===== src/logic/hist_pkg.sv =====
// --------------------------------------------------
// shared widths, register map and bus structs
// bin address is {color, pixel}, color on top
// NUM_BINS must equal 2**BIN_AW
// register fields are 16 bit, width/height as n-1
// --------------------------------------------------
package hist_pkg;

    localparam int PIX_W    = 8;    // sensor pixel
    localparam int COLOR_W  = 2;    // bayer color
    localparam int BIN_AW   = COLOR_W + PIX_W;
    localparam int NUM_BINS = 1 << BIN_AW;
    localparam int COORD_W  = 16;   // line/pixel coordinates
    localparam int WB_AW    = 11;   // word address
    localparam int WB_DW    = 32;

    // bins sit at word addresses 0..NUM_BINS-1, registers above them
    localparam logic [WB_AW-1:0] REG_LEFT_TOP     = 11'd1024; // top high, left low
    localparam logic [WB_AW-1:0] REG_WIDTH_HEIGHT = 11'd1025; // height_m1 high, width_m1 low
    localparam logic [WB_AW-1:0] REG_CTRL         = 11'd1026; // enable, mono, bayer inv
    localparam logic [WB_AW-1:0] REG_STATUS       = 11'd1027; // state code, read only

    typedef enum logic [2:0] {
        S_CLEAR, // zero sweep after reset
        S_IDLE,
        S_ARMED, // waiting for sof
        S_FRAME,
        S_DONE   // bins readable
    } hist_state_e;

    typedef struct packed {
        logic             sof;   // one cycle before first line
        logic             eof;   // one cycle after last line
        logic             hact;
        logic [PIX_W-1:0] pixel;
    } video_in_t;

    typedef struct packed {
        logic [COORD_W-1:0] left;
        logic [COORD_W-1:0] top;
        logic [COORD_W-1:0] width_m1;
        logic [COORD_W-1:0] height_m1;
    } woi_cfg_t;

    typedef struct packed {
        logic              valid;
        logic [BIN_AW-1:0] bin;
    } bin_hit_t;

    typedef struct packed {
        logic             cyc;
        logic             stb;
        logic             we;
        logic [WB_AW-1:0] adr;
        logic [WB_DW-1:0] dat;
    } wb_req_t;

    typedef struct packed {
        logic             ack;
        logic [WB_DW-1:0] dat;
    } wb_rsp_t;

endpackage


===== src/logic/hist_ctrl_fsm.sv =====
// --------------------------------------------------
// frame state machine and post-reset zero sweep
// S_CLEAR lasts NUM_BINS cycles after reset
// frame_end is followed by 3 drain cycles so the
// last increment lands before S_DONE
// --------------------------------------------------
`timescale 1ns/1ps

module hist_ctrl_fsm (
    input  logic                        pclk,
    input  logic                        hist_rst_pclk,
    input  logic                        enable_i,
    input  logic                        sof_i,
    input  logic                        frame_end_i,
    output hist_pkg::hist_state_e       state_o,
    output logic                        frame_start_o,
    output logic                        window_open_o,
    output logic                        clr_we_o,
    output logic [hist_pkg::BIN_AW-1:0] clr_addr_o
);

    hist_pkg::hist_state_e       state_q;
    logic [1:0]                  drain_q;    // cycles left until bins are final
    logic [hist_pkg::BIN_AW-1:0] clr_addr_q;

    assign state_o       = state_q;
    assign frame_start_o = (state_q == hist_pkg::S_ARMED) && enable_i && sof_i;
    assign window_open_o = (state_q == hist_pkg::S_FRAME) && (drain_q == 2'd0); // closed while draining
    assign clr_we_o      = (state_q == hist_pkg::S_CLEAR);
    assign clr_addr_o    = clr_addr_q;

    always_ff @(posedge pclk) begin
        if (hist_rst_pclk) begin
            state_q    <= hist_pkg::S_CLEAR;
            drain_q    <= 2'd0;
            clr_addr_q <= '0;
        end else begin
            case (state_q)
                hist_pkg::S_CLEAR: begin
                    clr_addr_q <= clr_addr_q + 1'b1;
                    if (clr_addr_q == hist_pkg::BIN_AW'(hist_pkg::NUM_BINS - 1)) begin
                        state_q <= hist_pkg::S_IDLE; // last bin zeroed
                    end
                end
                hist_pkg::S_IDLE: begin
                    if (enable_i) state_q <= hist_pkg::S_ARMED;
                end
                hist_pkg::S_ARMED: begin
                    if (!enable_i)  state_q <= hist_pkg::S_IDLE;
                    else if (sof_i) state_q <= hist_pkg::S_FRAME;
                end
                hist_pkg::S_FRAME: begin
                    if (drain_q != 2'd0) begin
                        drain_q <= drain_q - 2'd1;
                        if (drain_q == 2'd1) state_q <= hist_pkg::S_DONE;
                    end else if (frame_end_i) begin
                        drain_q <= 2'd3; // pipeline depth of the accumulator
                    end
                end
                hist_pkg::S_DONE: begin
                    if (!enable_i) state_q <= hist_pkg::S_IDLE;
                end
                default: state_q <= hist_pkg::S_IDLE;
            endcase
        end
    end

endmodule


===== config.mk =====
export PLATFORM = sky130hd
export DESIGN_NAME = hist_ctrl_fsm
export DESIGN_NICKNAME = d
export VERILOG_FILES = /design/src/logic/hist_pkg.sv /design/src/logic/hist_ctrl_fsm.sv
export SDC_FILE = /design/constraint.sdc
export NUM_CORES = 1
export LEC_CHECK = 0
export ABC_AREA = 1
export BUFFER_PORTS_ARGS = -buffer_cell sky130_fd_sc_hd__buf_2
export CAP_MARGIN = 10
export CORE_MARGIN = 4
export CORE_UTILIZATION = 40
export CTS_CLUSTER_DIAMETER = 40
export DETAILED_ROUTE_END_ITERATION = 8
export PLACE_DENSITY = 0.72
export SYNTH_ARGS = -nofsm -noshare
export SYNTH_HDL_FRONTEND = slang
export SYNTH_SLANG_ARGS = --single-unit

===== constraint.sdc =====
create_clock -name pclk -period 1.7 [get_ports pclk]
set_clock_uncertainty 0.2 [all_clocks]
set_input_delay 0.17 -clock pclk [delete_from_list [all_inputs] [get_ports pclk]]
set_output_delay 0.17 -clock pclk [all_outputs]
set_load 0.01 [all_outputs]

==> results of run 1 <==
-- cell type report --
type / count / share of cell area
Sequential cell: 15 / 0.287
Tap cell: 27 / 0.0319
Clock inverter: 1 / 0.00473
Inverter: 19 / 0.0721
Multi-Input combinational cell: 94 / 0.472
Timing Repair Buffer: 22 / 0.111
Clock buffer: 3 / 0.0213
-- sequential cells by signal (all words and copies together), names as in the netlist --
| register | cells |
|---|---|
| drain_q | 2 |
| clr_addr_o | 10 |
| state_o | 3 |
-- per-layer routing --
| metal | GRT usage | share of wire | routed length [um] | vias to the layer above |
|---|---|---|---|---|
| met3 | 0.0490 | 0.057 | 104 | 2 |
| li1 | - | - | - | 455 |
| met2 | 0.272 | 0.50 | 901 | 18 |
| met4 | 0.0456 | 0.0055 | 10 | 0 |
| met5 | 0 | 0 | 0 | - |
| met1 | 0.157 | 0.44 | 802 | 352 |
-- worst reg2reg max path: cells and delay by family (launching register included) --
family	cells	cell delay, ns
and+or+nand+nor	6	0.50
DFF	1	0.38
adders and majority gates	1	0.19
buffers and inverters	2	0.16
-- kinds of logic (layout without fill, tap and decap cells) --
| logic type | count (synthesis) | after routing | synth area share |
|---|---|---|---|
| AND/OR/NAND/NOR | 76 | 76 | 0.429 |
| adder cells (fa/ha/maj) | 3 | 3 | 0.0430 |
| buffers and inverters | 20 | 45 | 0.0918 |
| flip-flops | 15 | 15 | 0.344 |
| AO/OA/AOI/OAI | 14 | 14 | 0.0818 |
| XOR/XNOR | 1 | 1 | 0.0100 |
-- placed cells by master, fill, tap and decap left out, drive strengths merged --
master       count
a21oi            6
a31oi            1
buf             21
clkbuf           3
clkinv           1
dfxtp           15
dlygate4sd3      1
ha               3
inv             19
nand2           34
nand3            9
nand4            1
nor2            28
nor3             2
nor3b            2
o21ai            7
xor2             1
-- power by group through the flow --
| stage | logic, uW | clock network [uW] | registers, uW |
|---|---|---|---|
| after floorplan | 490 | 0 | 537 |
| after global placement | 702 | 0 | 502 |
| after detailed placement | 719 | 0 | 511 |
| after CTS | 724 | 207 | 506 |
| after global routing | 833 | 226 | 528 |
| final | 730 | 198 | 514 |
-- final timing paths --
kind,startpoint,cells after the start,slack [ns],to
worst max-delay path,drain_q[0],5,0.12,window_open_o
worst min-delay path,frame_end_i,4,0.06,drain_q[1]
worst max register to register,drain_q[0],9,0.19,state_o[2]
worst min register to register,drain_q[0],1,0.30,drain_q[0]
-- stage by stage --
step	utilization	worst slack, ns	hold slack [ns]	total power [uW]	std cells
global placement	0.499	0.281	0.206	1200	176
global route	0.524	0.00676	0.0818	1590	181
detailed placement	0.499	0.213	0.210	1230	176
CTS	0.519	0.0118	0.0582	1440	181
floorplan	-	0.202	0.0391	1030	129
finish	0.524	0.121	0.0625	1440	181
-- what timing repair did --
action | 4_1_cts | 5_1_grt
gates resized for setup | 1 | 5
endpoints found under the hold margin | 4 | 0
endpoints found under the setup margin | 1 | 1
hold buffers | 1 | 0
==> results.txt, run 1 <==
The class of the tightest hold or removal check is in2reg. The switching share of power is 0.463. Adding up every negative setup slack in the final design gives 0 ns.

The proportion of netlist area held by the largest area contributor is 0.344. The flow ran to the end, and the final reports show no timing, DRC or antenna violations. Yosys printed 0 warnings. Of the total power, registers draw 0.356. The post-CTS setup buffer count is 0. TritonCTS built the clock tree.

After detailed routing, the number of remaining DRC violations is 0. The placed cell area came out at between 0.001 and 0.0015 mm2. The first global-routing pass estimated between 3000 and 4000 um of wire. The number of iterations in the first detailed-routing pass is 4.

The fraction of power consumed by combinational cells is 0.506. The number of pins exceeding their max-slew limit in the final report was 0. The layout overhead on the synthesized area came out at 21.4%. By area the synthesized netlist is led by sky130_fd_sc_hd__dfxtp_1 (34%), sky130_fd_sc_hd__nand2_1 (14%), sky130_fd_sc_hd__nor2_1 (9.9%). The combined global-route utilization of all metal layers came out at 0.148. The net switching power figure came out at approximately 670 uW. The ratio of routed vias to standard cells is 4.57. The HPWL after detailed placement is ~1400 um. The power per cell area is between 1000 and 1500 mW/mm2. The family of cells with the greatest summed delay on the critical path is flip-flops. The final hold violation count is 0. The routability congestion estimate from global placement is 0.735. In the synthesized netlist, the number of instances is 129. Of all flip-flops after synthesis, the portion carrying an async set or reset was 0. The number of setup violations in the final report came out at 0. The total overflow left after global routing is 0.

The worst setup path is launched from a flip-flop. The worst slew margin relative to its limit is 0.778. The share of the yosys chip area belonging to registers is 0.344.

The primary flip-flop cell chosen by synthesis mapping is sky130_fd_sc_hd__dfxtp_1. The top-level I/O count came out at 21. sky130_fd_sc_hd__nand2_1 is the most common cell in the netlist. Cell internal power was estimated by the tool at 775 uW. Walking the worst path, the cells encountered are inv_1 -> ha_1 -> inv_1 -> nor2_1 -> buf_2. The effective utilization at floorplan came out at 0.431.

The endpoint kind of the worst setup timing path is a primary output. In the final routed layout, each cell accounts on average for approximately 10 um. The vias after detailed routing came out at between 800 and 900. The maximum clock frequency is around 0.63 GHz.

The cell area after synthesis is approximately 870 um2. The clock latency at the later pin of the worst-skew pair is roughly 0.28 ns. Setup repair after global routing left no endpoint under its margin. The share of the clock period used by the worst path came out at 0.929. Counting stages on the worst path, the most repeated cell is sky130_fd_sc_hd__inv_1.

The leakage power came out at around 0.00050 uW. The longest individual stage delay on the worst path is between 0.3 and 0.4 ns. After synthesis, the mean cell area works out to ~6.8 um2. The cell sitting at the root of the clock tree is a sky130_fd_sc_hd__clkbuf_4. The total die area is around 0.003 mm2. In the final layout, the multi-input gates occupy approximately 500 um2. The combined flip-flop and latch cell area is 304 um2.

The number of buffers and inverters on the critical path came out at 3. The die is 54.7 um tall. Counting distinct cell types in the post-synthesis netlist gives 25.

The total area inside the core boundary comes to 0.00202 mm2. For the pin with the worst max-slew slack, the measured transition is ~0.33 ns. The number of antenna-violating nets in the routed design came out at 0. The floorplan has 16 rows. The number of buffer cells added on primary ports is 20. The setup path with the least slack is of type reg2out. The net count of the finished layout came out at between 150 and 200. The share of post-route cells with drive strength above 1 came out at 0.286.

The largest fanout on the critical path is 4. The largest net degree at the start of global routing is 12. The number of antenna diodes in the final layout is 0. The clock period minus final worst setup slack came out at between 1.5 and 2 ns.

Of the total power, the clock network draws 0.138. The largest total area in the synthesized netlist belongs to sky130_fd_sc_hd__dfxtp_1. The clock tree buffer depth came out at 2. With fillers left out, the area of the finished cells amounts to about 0.0011 mm2.

Across the run, the number of max-cap violations was 0. The first routing iteration left 13 violations. The net count of the mapped netlist is about 140.

The commonest cells after synthesis are sky130_fd_sc_hd__nand2_1 (32), sky130_fd_sc_hd__nor2_1 (23), sky130_fd_sc_hd__inv_1 (16). STA puts the critical path data arrival time at between 1 and 1.5 ns. The via count of the first global-routing pass came to between 700 and 800. CTS saw 15 sinks. The clock slew seen by the registers of the worst setup and hold paths is 0.09 ns. The total wire length after detailed routing is between 1500 and 2000 um. The filler cells instantiated in the layout total between 200 and 250. The number of flops mapped to enable cells by yosys came out at 0. The maximum ir drop on the vdd rail is approximately 0.79 mV.

The required time of the critical path is ~1.3 ns. The slowest stage of the critical path is the sky130_fd_sc_hd__dfxtp_1 cell. The die is 54.7 um wide. The number of clock buffers inserted by TritonCTS came out at 3. The synthesized design contains 15 register bits. The deepest level of the CTS H-tree came out at 1. The initial antenna violation count is 0.
Note: power is estimated with default switching activity, not from simulation.
==> run 2, diff against run 1 <==
- ABC_AREA: 1 -> unset
- SETUP_SLACK_MARGIN: unset -> 0.3
==> run 2 against run 1 <==
  * Combinational power is 93% lower
  * Die area is 8.6% lower
  * Flip-flop and latch count stayed put
  * Cell count is 15% lower
  * Count of clock-buffer cells in the layout stayed put
  * Sequential share of layout area is 2.8 points lower
  * Core utilization is 15 points higher
  * Sequential power is 29% lower
  * Critical endpoint is now clr_we_o
  * Via count is 6.8% lower
==> results.txt, run 2 <==
The effective utilization at floorplan came out at 0.440 (was 0.431). The top-level I/O count is 21 (unchanged). The net count of the mapped netlist is 102 (was 137). The worst slew margin relative to its limit came to 0.763 (was 0.778).

The clock period minus final worst setup slack came out at 1.67 ns (was 1.58 ns). The async set-reset flop share out of synthesis is 0 (unchanged). The placeable core region is 0.00178 mm2 (was 0.00202 mm2). The CTS tree is done (unchanged). The count of unique library cells instantiated by Yosys is 28 (was 25).

The setup TNS is 0 ns (unchanged). The number of maximum-capacitance violations came out at 0 (unchanged). The class of the tightest hold or removal check is in2reg (unchanged). The largest fanout on the critical path came out at 5 (was 4). Most frequent cells in the layout: sky130_fd_sc_hd__buf_2 (19), sky130_fd_sc_hd__nor2_1 (12), sky130_fd_sc_hd__dfxtp_1 (8), sky130_fd_sc_hd__buf_4 (8) (was sky130_fd_sc_hd__nand2_1 (31), sky130_fd_sc_hd__nor2_1 (23), sky130_fd_sc_hd__buf_2 (20)). The via count of the first global-routing pass came out at 771 (was 792). The leakage power is 0.000466 uW (was 0.000497 uW).

The transition at the pin with the smallest max-transition slack came out at 0.354 ns (was 0.332 ns). The utilization after layout came out at 0.669 (was 0.524). The largest net degree at the start of global routing was 16 (was 12). The worst path arrival time is 1.30 ns (was 1.21 ns). The placement row count came out at 15 (was 16).

The worst slack at placement was 0.123 ns (was 0.213 ns). The wire length on met2 came out at 1020 um (was 901 um). Top post-synthesis cells by area: sky130_fd_sc_hd__dfxtp_1 (38%), sky130_fd_sc_hd__xnor2_1 (6.7%), sky130_fd_sc_hd__nor2_1 (5.7%) (was sky130_fd_sc_hd__dfxtp_1 (34%), sky130_fd_sc_hd__nand2_1 (14%), sky130_fd_sc_hd__nor2_1 (9.9%)). The number of iterations in the first detailed-routing pass came out at 4 (unchanged). The initial antenna violation count is 0 (unchanged).

The depth of the worst register-to-register path is 5 (was 9). The clock slew seen by the registers of the worst setup and hold paths came out at 0.09 ns (about the same). The number of antenna repair diodes was 0 (unchanged). The yosys synthesis warning count is 0 (unchanged).

The HPWL after detailed placement was 1250 um (was 1450 um). The final hold violation count is 0 (unchanged). The maximum clock frequency came out at 0.599 GHz (was 0.633 GHz).

The leftover overflow at the end of global routing came out at 0 (unchanged). The launch point of the worst reg-to-reg path was state_o[1] (was drain_q[0]). The average wire per standard cell came out at 13.6 um (was 10.0 um). Most instantiated cells after synthesis: sky130_fd_sc_hd__dfxtp_1 (15), sky130_fd_sc_hd__nor2_1 (12), sky130_fd_sc_hd__inv_1 (8) (was sky130_fd_sc_hd__nand2_1 (32), sky130_fd_sc_hd__nor2_1 (23), sky130_fd_sc_hd__inv_1 (16)). The combined global-route utilization of all metal layers came to 0.166 (was 0.148). The number of setup violations in the final report is 0 (unchanged). The number of flops mapped to enable cells by yosys is 0 (unchanged). The cell count after synthesis is 94 (was 129).

The number of pins exceeding their max-slew limit in the final report came out at 0 (unchanged). The endpoint kind of the worst setup timing path was a primary output (unchanged). The power per cell area came to 522 mW/mm2 (was 1360 mW/mm2). The flip-flop count of the largest register after layout is 10 (unchanged). The x dimension of the die is 52.3 um (was 54.7 um). The average footprint of a synthesized cell came out at 8.35 um2 (was 6.76 um2). The net count of the finished layout came out at 138 (was 163).

The cell area after synthesis was 785 um2 (was 872 um2). The DRC violation count after routing was 0 (unchanged). The critical setup path kind was reg2out (unchanged). The proportion of netlist area held by the largest area contributor came out at 0.383 (was 0.344). The number of antenna-violating nets in the routed design came out at 0 (unchanged).

The ratio of routed vias to standard cells is 5.01 (was 4.57). The capturing point of the worst reg2reg path was clr_addr_o[3] (was state_o[2]). The clock root buffer master is sky130_fd_sc_hd__clkbuf_4 (unchanged). The routability congestion estimate from global placement is 0.750 (was 0.735). The largest area contributor in the synthesized netlist is sky130_fd_sc_hd__dfxtp_1 (unchanged). The layout overhead on the synthesized area is 52.2% (was 21.4%). The vias after detailed routing was 771 (was 827). Unrepaired setup endpoints after global routing: true (was false). The worst-case setup margin in the final layout came out at 0.0295 ns (was 0.121 ns). The maximum ir drop on the vdd rail is 0.484 mV (was 0.789 mV). The primary flip-flop cell chosen by synthesis mapping was sky130_fd_sc_hd__dfxtp_1 (unchanged). The met1 wire length is 950 um (was 802 um). The clock latency at the later pin of the worst-skew pair came out at 0.29 ns (was 0.28 ns). The total die area is 0.00273 mm2 (was 0.00299 mm2). Outcome: completed (unchanged). The number of clock buffers inserted by TritonCTS came to 3 (unchanged).

The share of the clock period used by the worst path came out at 0.983 (was 0.929). The total number of clock tree sinks came out at 15 (unchanged). The launching element type of the critical path is a flip-flop (unchanged). The required time of the critical path is 1.33 ns (about the same).

The beginning of the critical path is state_o[1] (was drain_q[0]). The most common cell after layout, fill and taps aside was sky130_fd_sc_hd__buf_2 (was sky130_fd_sc_hd__nand2_1). The count of state elements after synthesis came out at 15 (unchanged). The total wire length after detailed routing is 2090 um (was 1820 um). The first-pass GRT wire length is 3420 um (was 3240 um).

The number of buffer cells added on primary ports came out at 20 (unchanged). The deepest level of the CTS H-tree came out at 1 (unchanged). The reg2reg setup slack came out at 0.03 ns (was 0.19 ns). The share of the yosys chip area belonging to registers came out at 0.383 (was 0.344). The highest signal layer in the routed design is met4 (unchanged). The capturing element of the worst setup path is clr_we_o (was window_open_o). The share of post-route cells with drive strength above 1 is 0.473 (was 0.286). The most instantiated library cell after synthesis is sky130_fd_sc_hd__dfxtp_1 (was sky130_fd_sc_hd__nand2_1). The met3 routed wirelength was 101 um (was 104 um). The die span in y was 52.3 um (was 54.7 um).

The clock tree buffer depth is 2 (unchanged). The violation count after the first detailed-routing iteration is 10 (was 13).
-- run 2: cell count changes in the layout (fill, tap and decap cells not counted), moves of 3 or more --
cell / previous run / this run
sky130_fd_sc_hd__dfxtp_2: 3 / 7
sky130_fd_sc_hd__buf_6: 0 / 5
sky130_fd_sc_hd__dfxtp_1: 12 / 8
sky130_fd_sc_hd__nand2_1: 31 / 6
sky130_fd_sc_hd__nand3_1: 7 / 4
sky130_fd_sc_hd__xnor2_1: 0 / 6
sky130_fd_sc_hd__inv_1: 15 / 7
sky130_fd_sc_hd__nor2_4: 4 / 0
sky130_fd_sc_hd__o21ai_0: 6 / 1
sky130_fd_sc_hd__nor3_2: 1 / 4
sky130_fd_sc_hd__buf_4: 1 / 8
sky130_fd_sc_hd__nor2_1: 23 / 12
-- run 2: power by group --
part / leakage (uW) / internal, uW / switching (uW) / total [uW]
clock: 0.0000177 / 87.8 / 123 / 211
combinational: 0.000323 / 20.8 / 27.5 / 48.3
sequential: 0.000125 / 358 / 6.36 / 364
total: 0.000466 / 467 / 157 / 623
-- run 2: worst min-delay path by stage --
stage,startpoint,endpoint,slack [ns],cells after the start
after detailed placement,clr_addr_o[1],clr_addr_o[1],0.28,2
after global placement,clr_addr_o[1],clr_addr_o[1],0.28,2
final,hist_rst_pclk,clr_addr_o[3],0.01,2
after CTS,hist_rst_pclk,clr_addr_o[4],0.01,2
after floorplan,hist_rst_pclk,clr_addr_o[3],0.03,1
after global routing,hist_rst_pclk,clr_addr_o[5],0.03,2
-- run 2: logic make-up (layout without fill, tap and decap cells) --
logic type	Yosys count	count (layout)	synth area share
simple gates	41	41	0.282
fa+ha+maj	3	3	0.0479
xor+xnor	8	8	0.0893
flops	15	15	0.383
compound gates	13	13	0.102
buf+inv	13	48	0.0829
mux	1	1	0.0128
-- run 2: per-layer routing --
| metal | vias to the layer above | global-route usage |
|---|---|---|
| met2 | 19 | 0.283 |
| met5 | - | 0 |
| met3 | 3 | 0.0484 |
| met4 | 0 | 0.0383 |
| met1 | 360 | 0.205 |
| li1 | 389 | - |
-- run 2: area by class of cell --
cell class | count | area, um2
Timing Repair Buffer | 35 | 267
Sequential cell | 15 | 309
Fill cell | 147 | 589
Tap cell | 25 | 31.3
Multi-Input combinational cell | 66 | 520
Inverter | 9 | 38.8
Clock inverter | 1 | 5.00
Clock buffer | 3 | 22.5
-- run 2: critical path: stages, from the launching register on --
cell and delay [ns]:
sky130_fd_sc_hd__dfxtp_2 0.33, sky130_fd_sc_hd__or3_4 0.38, sky130_fd_sc_hd__buf_6 0.15, sky130_fd_sc_hd__inv_6 0.06
sky130_fd_sc_hd__buf_6 0.09
-- run 2: what timing repair did --
item | 4_1_cts | 5_1_grt
setup buffers | 6 | 2
hold buffers | 1 | 0
gates cloned | 0 | 1
gates resized for setup | 17 | 7
endpoints found under the hold margin | 1 | 0
pin swaps | 6 | 3
endpoints found under the setup margin | 16 | 17
-- run 2: metrics by stage --
stage | instances | area [um2] | hold WS [ns] | total power, uW
after floorplan | 94 | 823 | 0.0317 | 395
after global placement | 140 | 955 | 0.278 | 415
after detailed placement | 140 | 955 | 0.281 | 415
after CTS | 151 | 1120 | 0.0119 | 628
after global routing | 154 | 1190 | 0.0307 | 653
final | 154 | 1190 | 0.0136 | 623
==> run 3, diff against run 2 <==
- GPL_ROUTABILITY_DRIVEN: unset -> 0
- clock period: 1.7 -> 2.1 ns (I/O delays scaled with it)
==> run 3 against run 2 <==
  * Non-clock buffer count down 13
  * Sequential power is 19% lower
  * Worst hold slack improved by 0.022 ns
  * Largest power group unchanged
  * Routed wire length fell by 23%
  * Flip-flop and latch count stayed put
  * First-iteration DRC count decreased by 60%
  * Cell area shrank 21%
  * Clock power shrank 23%
  * Largest cell class unchanged
  * Power shrank 22%
==> results.txt, run 3 (synthesized netlist as in run 2, its figures left out) <==
The number of clock buffers inserted by TritonCTS came out at 3 (unchanged). The number of iterations in the first detailed-routing pass came out at 4 (unchanged). The total die area was 0.00273 mm2 (unchanged). The initial antenna violation count came out at 0 (unchanged). Unrepaired setup endpoints after global routing: false (was true). The number of antenna-violating nets in the routed design was 0 (unchanged). The number of maximum-capacitance violations is 0 (unchanged).

The combined global-route utilization of all metal layers is 0.133 (was 0.166). The first-pass GRT wire length was 2760 um (was 3420 um). The critical setup path kind was reg2out (unchanged). The DRC violation count after routing is 0 (unchanged).

The setup TNS is 0 ns (unchanged). The class of the tightest hold or removal check was in2reg (unchanged). The share of post-route cells with drive strength above 1 is 0.267 (was 0.473).

The die span in y came out at 52.3 um (unchanged). The flip-flop count of the largest register after layout came out at 10 (unchanged). The required time of the critical path is 1.69 ns (was 1.33 ns). The effective utilization at floorplan was 0.440 (unchanged). The placeable core region came out at 0.00178 mm2 (unchanged).

The total wire length after detailed routing came out at 1600 um (was 2090 um). The depth of the worst register-to-register path is 5 (unchanged). Outcome: completed (unchanged). The endpoint kind of the worst setup timing path is a primary output (unchanged). The origin of the worst min-delay path is enable_i (was hist_rst_pclk). The number of antenna repair diodes is 0 (unchanged). The CTS tree is done (unchanged). The HPWL after detailed placement is 1140 um (was 1250 um). The via count of the first global-routing pass is 637 (was 771). The clock root buffer master is sky130_fd_sc_hd__clkbuf_4 (unchanged). The most common cell after layout, fill and taps aside was sky130_fd_sc_hd__buf_2 (unchanged). The layout overhead on the synthesized area is 20.9% (was 52.2%). The total number of clock tree sinks came out at 15 (unchanged). The power per cell area is 514 mW/mm2 (was 522 mW/mm2). The largest fanout on the critical path is 9 (was 5).

The worst slack at placement came out at 0.302 ns (was 0.123 ns). The longest individual stage delay on the worst path is 0.40 ns (was 0.38 ns). The clock period minus final worst setup slack came out at ~1.7 ns. The share of the clock period used by the worst path came out at 0.820. The worst-case setup margin in the final layout came out at 0.378 ns (was 0.0295 ns). The net count of the finished layout is 125 (was 138). The number of pins exceeding their max-slew limit in the final report came out at 0 (unchanged).

Sequence of cells on the critical path: or3_4 -> inv_2 -> buf_2 (was or3_4 -> buf_6 -> inv_6 -> buf_6). The largest net degree at the start of global routing came out at 16 (unchanged). The number of setup violations in the final report is 0 (unchanged). The leftover overflow at the end of global routing was 0 (unchanged).

The worst min-delay path endpoint is state_o[2] (was clr_addr_o[3]). The clock slew seen by the registers of the worst setup and hold paths came out at 0.09 ns (about the same). The worst slew margin relative to its limit is 0.800 (was 0.763). The maximum ir drop on the vdd rail is 0.371 mV (was 0.484 mV).

The average wire per standard cell is 11.3 um (was 13.6 um). The violation count after the first detailed-routing iteration came out at 4 (was 10). The final-layout worst hold slack came to 0.0360 ns (was 0.0136 ns).

The deepest level of the CTS H-tree is 1 (unchanged). The reg2reg setup slack is 0.39 ns (was 0.03 ns). The placement row count is 15 (unchanged).

Most frequent cells in the layout: sky130_fd_sc_hd__buf_2 (20), sky130_fd_sc_hd__dfxtp_1 (13), sky130_fd_sc_hd__nor2_1 (12) (was sky130_fd_sc_hd__buf_2 (19), sky130_fd_sc_hd__nor2_1 (12), sky130_fd_sc_hd__dfxtp_1 (8), sky130_fd_sc_hd__buf_4 (8)). The launch point of the worst reg-to-reg path was state_o[1] (unchanged). The top-level I/O count is 21 (unchanged). The standard cell with the maximum stage delay on the critical path is sky130_fd_sc_hd__dfxtp_1 (was sky130_fd_sc_hd__or3_4). The cell depth of the worst hold path is 3 (was 2). The vias after detailed routing is 719 (was 771). The number of buffers inserted for hold repair after clock tree synthesis came to 0 (was 1). The worst path arrival time came to 1.31 ns (was 1.30 ns).

The clock tree buffer depth is 2 (unchanged). The capturing point of the worst reg2reg path is clr_addr_o[9] (was clr_addr_o[3]). The clock latency at the later pin of the worst-skew pair is 0.28 ns (was 0.29 ns).

For this run, the top clock speed supported by timing is ~0.58 GHz. The transition at the pin with the smallest max-transition slack was 0.299 ns (was 0.354 ns). The final hold violation count came out at 0 (unchanged). The ratio of routed vias to standard cells is 5.10 (was 5.01). The leakage power is 0.000369 uW (was 0.000466 uW). The number of buffer cells added on primary ports came to 20 (unchanged). The x dimension of the die came to 52.3 um (unchanged).

The launching element type of the critical path is a flip-flop (unchanged).
[run 3: changes by cell type in the layout (fill, tap and decap cells not counted), sizes merged]
cell         before  now
dlygate4sd3       1    0
buf              33   22
clkinv            1    0
[run 3: metal layers]
layer	up-vias	wire, um	track usage
li1	366	-	-
met1	336	752	0.171
met2	15	717	0.207
met3	2	116	0.0570
met4	0	13	0.0255
met5	-	0	0
[run 3: stage by stage]
stage	power, uW	area [um2]	cells	util
2_1_floorplan	319	785	94	-
3_3_place_gp	334	885	135	0.496
3_5_place_dp	335	885	135	0.496
4_1_cts	503	937	140	0.526
5_1_grt	519	948	141	0.532
6_report	488	948	141	0.532
[run 3: worst max path at each step]
stage	to	slack, ns	cells after the start	startpoint
2_1_floorplan	clr_addr_o[8]	0.37	6	state_o[2]
3_3_place_gp	clr_addr_o[9]	0.35	4	state_o[2]
3_5_place_dp	clr_addr_o[9]	0.30	4	state_o[2]
4_1_cts	clr_we_o	0.34	3	state_o[0]
5_1_grt	clr_addr_o[9]	0.30	5	state_o[1]
6_report	clr_we_o	0.38	3	state_o[1]
[run 3: cell type report]
| type | instances | area (um2) |
|---|---|---|
| well taps | 25 | 31.3 |
| inverters | 9 | 33.8 |
| multi-input cells | 66 | 424 |
| flip-flops and latches | 15 | 305 |
| fillers | 183 | 835 |
| repair buffers | 22 | 128 |
| clock buffers | 4 | 26.3 |
[run 3: worst max-delay path, delay by kind of cell, from the launching register on]
kind / cells / cell delay (ns)
buf+inv: 2 / 0.25
flops: 1 / 0.40
simple gates: 1 / 0.39
[run 3: timing repair]
| action | CTS | global route |
|---|---|---|
| pin swaps | 1 | 1 |
| cloned | 0 | 0 |
| gates resized for setup | 2 | 2 |
| buffers inserted | 1 | 1 |
| endpoints found under the setup margin | 4 | 4 |
[run 3: where the power goes]
| group | internal (uW) | total [uW] | switching (uW) |
|---|---|---|---|
| clock | 73.7 | 162 | 87.8 |
| sequential | 288 | 295 | 6.52 |
| combinational | 13.1 | 31.4 | 18.3 |
| total | 375 | 488 | 113 |
